File: src/rtl/gpio_pkg.sv
// GPIO pin description shared by RTL and testbench
// All pins share one data width; the bus data word matches it
// Synchronizer depth is fixed here and must stay at 2 or more

package gpio_pkg;

    //////////////////////////////
    // Pin count and data width
    //////////////////////////////

    // Number of GPIO pins, also the bus data width
    localparam int GPIO_W = 8;

    // Flip-flops in the input synchronizer chain
    localparam int SYNC_STAGES = 2;

endpackage : gpio_pkg

File: src/rtl/bus_pkg.sv
// Register bus description: opcodes, register map, arbiter states
// Addresses 6 and 7 are unmapped and read back as zero
// REG_IN is read only, REG_EDGE is write-one-to-clear

package bus_pkg;

    // Register address width
    localparam int REG_ADDR_W = 3;

    // Bus opcode
    typedef enum logic {
        BUS_READ  = 1'b0,
        BUS_WRITE = 1'b1
    } bus_op_t;

    // Register map
    typedef enum logic [REG_ADDR_W-1:0] {
        REG_OUT      = 3'd0,
        REG_OE       = 3'd1,
        REG_IEN      = 3'd2,
        REG_IN       = 3'd3,
        REG_EDGE     = 3'd4,
        REG_IRQ_MASK = 3'd5
    } gpio_reg_t;

    // Arbiter FSM
    typedef enum logic {
        ARB_IDLE   = 1'b0,
        ARB_ACCESS = 1'b1
    } arb_state_t;

endpackage : bus_pkg

File: src/rtl/gpio_sync.sv
// Pin input synchronizer into the clk domain
// Disabled pins are forced low before the first flop
// Output lags an enabled pin change by SYNC_STAGES clock edges

`timescale 1ns/1ps

module gpio_sync import gpio_pkg::*; (
    input  logic              clk,
    input  logic              rst,
    input  logic [GPIO_W-1:0] gpio_in,
    input  logic [GPIO_W-1:0] gpio_ien,
    output logic [GPIO_W-1:0] gpio_sync_val
);

    // Synchronizer chain, stage 0 samples the pins
    logic [GPIO_W-1:0] sync_q [SYNC_STAGES];

    always_ff @(posedge clk or posedge rst) begin
        if (rst) begin
            sync_q <= '{default: '0};
        end else begin
            // Masking keeps idle pins from toggling the chain
            sync_q[0] <= gpio_in & gpio_ien;
            for (int i = 1; i < SYNC_STAGES; i++) begin
                sync_q[i] <= sync_q[i-1];
            end
        end
    end

    // Last stage is the stable value
    assign gpio_sync_val = sync_q[SYNC_STAGES-1];

endmodule : gpio_sync

File: src/rtl/gpio_regs.sv
// GPIO register block on the internal register bus
// Writes land on the bus_en edge; read data is registered on the same edge
// Edge capture sees rising edges of the synchronized inputs only
// irq is a level, the OR of captured edges that are masked in

`timescale 1ns/1ps

module gpio_regs import gpio_pkg::*, bus_pkg::*; (
    input  logic              clk,
    input  logic              rst,
    // Register bus
    input  logic              bus_en,
    input  bus_op_t           bus_op,
    input  gpio_reg_t         bus_addr,
    input  logic [GPIO_W-1:0] bus_wdata,
    output logic [GPIO_W-1:0] bus_rdata,
    // Synchronizer side
    input  logic [GPIO_W-1:0] gpio_sync_val,
    output logic [GPIO_W-1:0] gpio_ien,
    // Pins and interrupt
    output logic [GPIO_W-1:0] gpio_out,
    output logic [GPIO_W-1:0] gpio_oe,
    output logic              irq
);

    //////////////////////////////
    // Register storage
    //////////////////////////////

    logic [GPIO_W-1:0] out_q;
    logic [GPIO_W-1:0] oe_q;
    logic [GPIO_W-1:0] ien_q;
    logic [GPIO_W-1:0] mask_q;
    logic [GPIO_W-1:0] edge_q;
    // Previous synchronized input, for edge detect
    logic [GPIO_W-1:0] prev_q;

    logic              wr_en;
    logic [GPIO_W-1:0] edge_rise;
    logic [GPIO_W-1:0] edge_clr;
    logic [GPIO_W-1:0] rd_mux;

    assign wr_en = bus_en && (bus_op == BUS_WRITE);

    // 0 to 1 transitions of the synced inputs
    assign edge_rise = gpio_sync_val & ~prev_q;

    // Write-one-to-clear mask
    assign edge_clr = (wr_en && bus_addr == REG_EDGE) ? bus_wdata : '0;

    //////////////////////////////
    // Read decode
    //////////////////////////////

    always_comb begin
        case (bus_addr)
            REG_OUT:      rd_mux = out_q;
            REG_OE:       rd_mux = oe_q;
            REG_IEN:      rd_mux = ien_q;
            REG_IN:       rd_mux = gpio_sync_val;
            REG_EDGE:     rd_mux = edge_q;
            REG_IRQ_MASK: rd_mux = mask_q;
            // Unmapped addresses
            default:      rd_mux = '0;
        endcase
    end

    //////////////////////////////
    // Write and capture
    //////////////////////////////

    always_ff @(posedge clk or posedge rst) begin
        if (rst) begin
            out_q     <= '0;
            oe_q      <= '0;
            ien_q     <= '0;
            mask_q    <= '0;
            edge_q    <= '0;
            prev_q    <= '0;
            bus_rdata <= '0;
        end else begin
            prev_q <= gpio_sync_val;
            // New edge wins over a clear in the same cycle
            edge_q <= (edge_q & ~edge_clr) | edge_rise;
            if (wr_en) begin
                case (bus_addr)
                    REG_OUT:      out_q  <= bus_wdata;
                    REG_OE:       oe_q   <= bus_wdata;
                    REG_IEN:      ien_q  <= bus_wdata;
                    REG_IRQ_MASK: mask_q <= bus_wdata;
                    // REG_IN, REG_EDGE and holes are not plain stores
                    default:      ;
                endcase
            end
            // Read value from before any write in this cycle
            if (bus_en) begin
                bus_rdata <= rd_mux;
            end
        end
    end

    // Outputs straight from the registers
    assign gpio_out = out_q;
    assign gpio_oe  = oe_q;
    assign gpio_ien = ien_q;
    assign irq      = |(edge_q & mask_q);

endmodule : gpio_regs

File: src/rtl/bus_arbiter.sv
// Two-port round-robin arbiter for the register bus
// Each port holds at most one request; it must wait for done before the next strobe
// Uncontended strobe to done is 2 cycles; a contended port waits 2 more
// rdata is only valid with done and is zero for writes

`timescale 1ns/1ps

module bus_arbiter import gpio_pkg::*, bus_pkg::*; (
    input  logic                  clk,
    input  logic                  rst,
    // Port a
    input  logic                  a_stb,
    input  bus_op_t               a_op,
    input  logic [REG_ADDR_W-1:0] a_addr,
    input  logic [GPIO_W-1:0]     a_wdata,
    output logic                  a_done,
    output logic [GPIO_W-1:0]     a_rdata,
    // Port b
    input  logic                  b_stb,
    input  bus_op_t               b_op,
    input  logic [REG_ADDR_W-1:0] b_addr,
    input  logic [GPIO_W-1:0]     b_wdata,
    output logic                  b_done,
    output logic [GPIO_W-1:0]     b_rdata,
    // Shared register bus
    output logic                  bus_en,
    output bus_op_t               bus_op,
    output gpio_reg_t             bus_addr,
    output logic [GPIO_W-1:0]     bus_wdata,
    input  logic [GPIO_W-1:0]     bus_rdata
);

    //////////////////////////////
    // Pending slots, index 0 = a
    //////////////////////////////

    logic [1:0]            stb_v;
    logic [1:0]            done_v;
    logic [1:0]            pend_q;
    bus_op_t               op_in    [2];
    logic [REG_ADDR_W-1:0] addr_in  [2];
    logic [GPIO_W-1:0]     wdata_in [2];
    bus_op_t               op_q     [2];
    logic [REG_ADDR_W-1:0] addr_q   [2];
    logic [GPIO_W-1:0]     wdata_q  [2];

    arb_state_t            state_q;
    // Last served port, also the active one in ARB_ACCESS
    logic                  last_q;
    logic                  grant;

    assign stb_v       = {b_stb, a_stb};
    assign op_in[0]    = a_op;
    assign op_in[1]    = b_op;
    assign addr_in[0]  = a_addr;
    assign addr_in[1]  = b_addr;
    assign wdata_in[0] = a_wdata;
    assign wdata_in[1] = b_wdata;

    // Request payload, valid while pending
    always_ff @(posedge clk) begin
        for (int i = 0; i < 2; i++) begin
            if (stb_v[i]) begin
                op_q[i]    <= op_in[i];
                addr_q[i]  <= addr_in[i];
                wdata_q[i] <= wdata_in[i];
            end
        end
    end

    // Strobe sets, done clears; a strobe on the done cycle keeps the slot full
    always_ff @(posedge clk or posedge rst) begin
        if (rst) begin
            pend_q <= '0;
        end else begin
            for (int i = 0; i < 2; i++) begin
                if (stb_v[i]) begin
                    pend_q[i] <= 1'b1;
                end else if (done_v[i]) begin
                    pend_q[i] <= 1'b0;
                end
            end
        end
    end

    //////////////////////////////
    // Arbitration FSM
    //////////////////////////////

    // Both pending: the port not served last goes first
    assign grant = (pend_q[0] && pend_q[1]) ? ~last_q : pend_q[1];

    always_ff @(posedge clk or posedge rst) begin
        if (rst) begin
            state_q <= ARB_IDLE;
            last_q  <= 1'b0;
        end else begin
            case (state_q)
                ARB_IDLE: begin
                    if (|pend_q) begin
                        state_q <= ARB_ACCESS;
                        last_q  <= grant;
                    end
                end
                ARB_ACCESS: state_q <= ARB_IDLE;
                default:    state_q <= ARB_IDLE;
            endcase
        end
    end

    // Bus access issued from idle
    assign bus_en    = (state_q == ARB_IDLE) && (|pend_q);
    assign bus_op    = op_q[grant];
    assign bus_addr  = gpio_reg_t'(addr_q[grant]);
    assign bus_wdata = wdata_q[grant];

    // Completion to the served port
    assign done_v  = (state_q == ARB_ACCESS) ? (last_q ? 2'b10 : 2'b01) : 2'b00;
    assign a_done  = done_v[0];
    assign b_done  = done_v[1];
    assign a_rdata = (done_v[0] && op_q[0] == BUS_READ) ? bus_rdata : '0;
    assign b_rdata = (done_v[1] && op_q[1] == BUS_READ) ? bus_rdata : '0;

endmodule : bus_arbiter

File: src/rtl/gpio_top.sv
// GPIO peripheral top: two host ports, arbiter, registers, input sync
// gpio_in is asynchronous; everything else is in the clk domain
// Hosts must wait for done before strobing again

`timescale 1ns/1ps

module gpio_top import gpio_pkg::*, bus_pkg::*; (
    input  logic                  clk,
    input  logic                  rst,
    // Host port a
    input  logic                  a_stb,
    input  bus_op_t               a_op,
    input  logic [REG_ADDR_W-1:0] a_addr,
    input  logic [GPIO_W-1:0]     a_wdata,
    output logic                  a_done,
    output logic [GPIO_W-1:0]     a_rdata,
    // Host port b
    input  logic                  b_stb,
    input  bus_op_t               b_op,
    input  logic [REG_ADDR_W-1:0] b_addr,
    input  logic [GPIO_W-1:0]     b_wdata,
    output logic                  b_done,
    output logic [GPIO_W-1:0]     b_rdata,
    // Pins
    input  logic [GPIO_W-1:0]     gpio_in,
    output logic [GPIO_W-1:0]     gpio_out,
    output logic [GPIO_W-1:0]     gpio_oe,
    // Interrupt level
    output logic                  irq
);

    //////////////////////////////
    // Internal register bus
    //////////////////////////////

    logic              bus_en;
    bus_op_t           bus_op;
    gpio_reg_t         bus_addr;
    logic [GPIO_W-1:0] bus_wdata;
    logic [GPIO_W-1:0] bus_rdata;

    // Sync path
    logic [GPIO_W-1:0] gpio_sync_val;
    logic [GPIO_W-1:0] gpio_ien;

    bus_arbiter u_arb (
        .clk(clk), .rst(rst),
        .a_stb(a_stb), .a_op(a_op), .a_addr(a_addr), .a_wdata(a_wdata),
        .a_done(a_done), .a_rdata(a_rdata),
        .b_stb(b_stb), .b_op(b_op), .b_addr(b_addr), .b_wdata(b_wdata),
        .b_done(b_done), .b_rdata(b_rdata),
        .bus_en(bus_en), .bus_op(bus_op), .bus_addr(bus_addr),
        .bus_wdata(bus_wdata), .bus_rdata(bus_rdata)
    );

    gpio_regs u_regs (
        .clk(clk), .rst(rst),
        .bus_en(bus_en), .bus_op(bus_op), .bus_addr(bus_addr),
        .bus_wdata(bus_wdata), .bus_rdata(bus_rdata),
        .gpio_sync_val(gpio_sync_val), .gpio_ien(gpio_ien),
        .gpio_out(gpio_out), .gpio_oe(gpio_oe), .irq(irq)
    );

    // Pins enter the clk domain here
    gpio_sync u_sync (
        .clk(clk), .rst(rst),
        .gpio_in(gpio_in), .gpio_ien(gpio_ien),
        .gpio_sync_val(gpio_sync_val)
    );

endmodule : gpio_top

File: config.mk
export PLATFORM = sky130hd
export DESIGN_NAME = gpio_top
export DESIGN_NICKNAME = d
export VERILOG_FILES = /design/src/rtl/gpio_pkg.sv /design/src/rtl/bus_pkg.sv /design/src/rtl/gpio_sync.sv /design/src/rtl/gpio_regs.sv /design/src/rtl/bus_arbiter.sv /design/src/rtl/gpio_top.sv
export SDC_FILE = /design/constraint.sdc
export NUM_CORES = 1
export LEC_CHECK = 0
export ABC_AREA = 1
export BUFFER_PORTS_ARGS = -buffer_cell sky130_fd_sc_hd__buf_2
export CAP_MARGIN = 30
export CORE_ASPECT_RATIO = 0.9
export CORE_UTILIZATION = 50
export CTS_CLUSTER_SIZE = 20
export DETAILED_ROUTE_END_ITERATION = 12
export PLACE_DENSITY = 0.72
export RECOVER_POWER = 50
export SETUP_SLACK_MARGIN = 0.5
export SYNTH_ARGS = -nofsm -noshare
export SYNTH_HDL_FRONTEND = slang
export SYNTH_SLANG_ARGS = --single-unit
export TNS_END_PERCENT = 30
File: constraint.sdc
create_clock -name clk -period 4.4 [get_ports clk]
set_input_delay 0.22 -clock clk [delete_from_list [all_inputs] [get_ports clk]]
set_output_delay 0.22 -clock clk [all_outputs]
set_load 0.01 [all_outputs]
==> flow_metrics.py <==
metrics = {
    "sta": {
        "fmax_ghz": 0.368,
        "grt_setup_unrepaired": "false",
        "setup_viol": 0,
        "drv_slew": 62,
        "post-route-period-util": 0.618,
        "hold_viol": 0,
        "worst_pin_slew_ns": 1.50,
        "setup_tns_ns": 0,
        "relSlewSlack": -0.00270,
        "min_period_ns": 2.72,
        "finClkSkew_ns": 0.00579,
    },
    "clock_network": {
        "cts.repair.resized": 0,
        "clk_pin_slew_worst_paths_ns": 0.09,
        "cts_tree": "done",
        "cts-buffers-inserted": 9,
        "clockBufferDepth": 2,
        "clock_latency_ns": 0.37,
        "cts.sinks": 100,
        "root_buffer": "clkbuf_8",
        "cts_max_level": 3,
    },
    "run": {
        "drv_cap": 1,
    },
    "synthesis": {
        "synth_edf_count": 24,
        "yosysTopAreaCellShare": 0.427,
        "yosys.area.top_type": "dfrtp_1",
        "ys.flop_type": "dfrtp_1",
        "ys_ff_latch": 100,
        "synth_area_leaders": "dfrtp_1 43%, edfxtp_1 16%, nor2_1 5.8%",
        "synth_cells": 440,
        "ys_types": 32,
        "syn_nets": 476,
        "synth.cell_area_um2": 4450,
        "async_flop_share": 0.760,
        "ys_seq_area_frac": 0.589,
        "synth_area_per_cell_um2": 10.1,
        "yosysWarningCount": 0,
    },
    "cells_and_area": {
        "fin_nets": 544,
        "syn_to_final_growth_pct": 13.0,
        "drive_gt1_frac": 0.205,
        "fillerInstances": 765,
        "finish.utilization": 0.585,
        "diodes": 0,
    },
    "worst_setup_path": {
        "worstPathArrival_ns": 3.01,
        "reg2reg_slack_ns": 1.68,
        "reg2regPathDepth": 8,
        "critPathCaptureType": "flop",
        "path_class": "flop to flop",
        "crit_required_ns": 4.69,
        "worstPathMaxFanout": 22,
        "startpoint_type": "flop",
    },
    "global_routing": {
        "grt_usage": 0.226,
        "overflow": 0,
        "antenna_found_initial": 0,
        "grt_max_degree": 63,
        "grt_pass1_wl_um": 15600,
        "grt_pass1_vias": 3134,
    },
    "hold_path": {
        "min_delay_path_depth": 1,
        "hold_path_class": "input port to flop",
    },
    "drt": {
        "drc": 0,
        "ant_nets": 0,
        "wl_um": 9530,
        "drt_iter0_markers": 222,
        "post_drt_wl_per_cell_um": 15.1,
        "vias_per_cell": 5.28,
        "vias": 3335,
        "firstDrtPassIters": 5,
    },
    "floorplan": {
        "initial_core_util": 0.517,
        "core_um2": 8610,
        "placementRows": 32,
        "io_pins": 71,
        "die_area_um2": 9290,
        "die_h_um": 91.5,
        "die-width_um": 101,
    },
    "placed_design": {
        "gp_congestion": 0.821,
        "port_buffers": 70,
        "dpl.hpwl_um": 6860,
    },
    "outcome": {
        "status": "finished with violations",
        "failed_checks": "max-capacitance violations, max-slew violations",
    },
    "power_and_ir_drop": {
        "p_leak_nw": 2.41,
        "ir_drop_v": 0.000307,
        "power_density_nw_per_um2": 713,
    },
}
[power breakdown]
group          internal, W  leakage [nW]  switching [W]
Sequential         0.00125          1.13       0.000268
Clock             0.000267         0.100       0.000317
Combinational     0.000469          1.18        0.00101
[cell families after synthesis]
| group | count (synthesis) | synth area share |
|---|---|---|
| AO/OA/AOI/OAI | 63 | 0.0804 |
| buffers and inverters | 58 | 0.0672 |
| flip-flops | 100 | 0.589 |
| AND/OR/NAND/NOR | 219 | 0.264 |
[per-stage QoR]
stage	power [W]	setup WS (ns)	cells	cell area, um2	hold WS [ns]
after floorplan	0.00264	2.24	440	4450	0.312
after global placement	0.00297	1.89	611	4810	0.187
after detailed placement	0.00303	1.76	611	4810	0.189
after CTS	0.00361	1.71	628	5020	0.00866
after global routing	0.00385	1.37	632	5030	0.00208
final	0.00359	1.68	632	5030	0.0200
[Yosys cell counts, types with 2 or more instances]
cell type and number:
nand2_8 3, nand4_1 22, nor2_8 4, dfrtp_1 76, nand3_2 2, nor2_2 4, edfxtp_1 24, nand3_1 35
inv_1 37, clkbuf_1 2, buf_2 7, and2_1 8, a221oi_1 2, nand2_1 56, nor2_4 4, nor2_1 69
a21oi_2 7, o21ai_0 19, nand2_4 5, nand2_2 4, buf_6 4, a21oi_1 32, buf_8 2, buf_4 4
[cell usage in the layout, fill, tap and decap left out, types with 4 or more instances in the layout]
master	netlist	layout
dfrtp_1	76	76
nor2_1	69	69
nand2_1	56	56
buf_2	7	50
inv_1	37	37
nand3_1	35	35
a21oi_1	32	32
edfxtp_1	24	24
nand4_1	22	22
clkbuf_1	2	20
o21ai_0	19	19
clkbuf_8	0	9
and2_1	8	8
a21oi_2	7	7
nand2_4	5	5
dlygate4sd3_1	0	5
nand2_2	4	4
nor2_4	4	4
inv_6	1	4
nor2_8	4	4
nor2_2	4	4
[worst paths after layout]
kind / to / from
setup reg to reg: u_regs.gpio_ien[0] / u_arb.pend_q[1]
setup / recovery: u_regs.gpio_ien[0] / u_arb.pend_q[1]
hold reg to reg: u_sync.gpio_sync_val[3] / u_sync.sync_q[11]
min in group asynchronous: u_sync.sync_q[8] / rst
max in group asynchronous: u_regs.mask_q[3] / rst
hold / removal: u_arb.addr_q[0][2] / a_addr[2]
[cell type report]
cell class	count	area, um2	share of cell area
clock buffer	9	124	0.0246
inverter	39	151	0.0301
timing repair buffer	76	380	0.0756
multi-input combinational	282	1530	0.304
sequential	100	2620	0.521
tap	119	149	0.0296
clock inverter	7	73.8	0.0147
[metal layers]
metal | vias to the layer above | wire length (um) | global-route usage
met3 | 25 | 610 | 0.0462
met4 | 0 | 269 | 0.103
met2 | 121 | 4480 | 0.350
li1 | 1596 | - | -
met5 | - | 0 | 0
met1 | 1593 | 4170 | 0.306
[state kept, by name (all words and copies together) (netlist names), 6 cells and up]
signal,cells
u_sync.sync_q,8
u_regs.gpio_oe,8
u_regs.edge_q,8
u_sync.gpio_sync_val,8
u_arb.addr_q,6
u_regs.mask_q,8
u_arb.wdata_q,16
u_regs.gpio_ien,8
u_regs.bus_rdata,8
u_regs.gpio_out,8
u_regs.prev_q,8
[critical path, stage by stage, from the launching register on]
cell	delay [ns]
dfrtp_1	0.84
nand2_8	0.20
nand2_1	0.10
nand2_1	0.47
nor2_4	0.49
nand2_4	0.12
nor2_8	0.23
nor2_1	0.06
a21oi_1	0.12
[what timing repair did]
item / CTS / global route
hold endpoints to repair: 14 / 4
hold buffers: 1 / 4
setup buffers: 0 / 0
No activity file was read; power rests on OpenSTA's default activity.
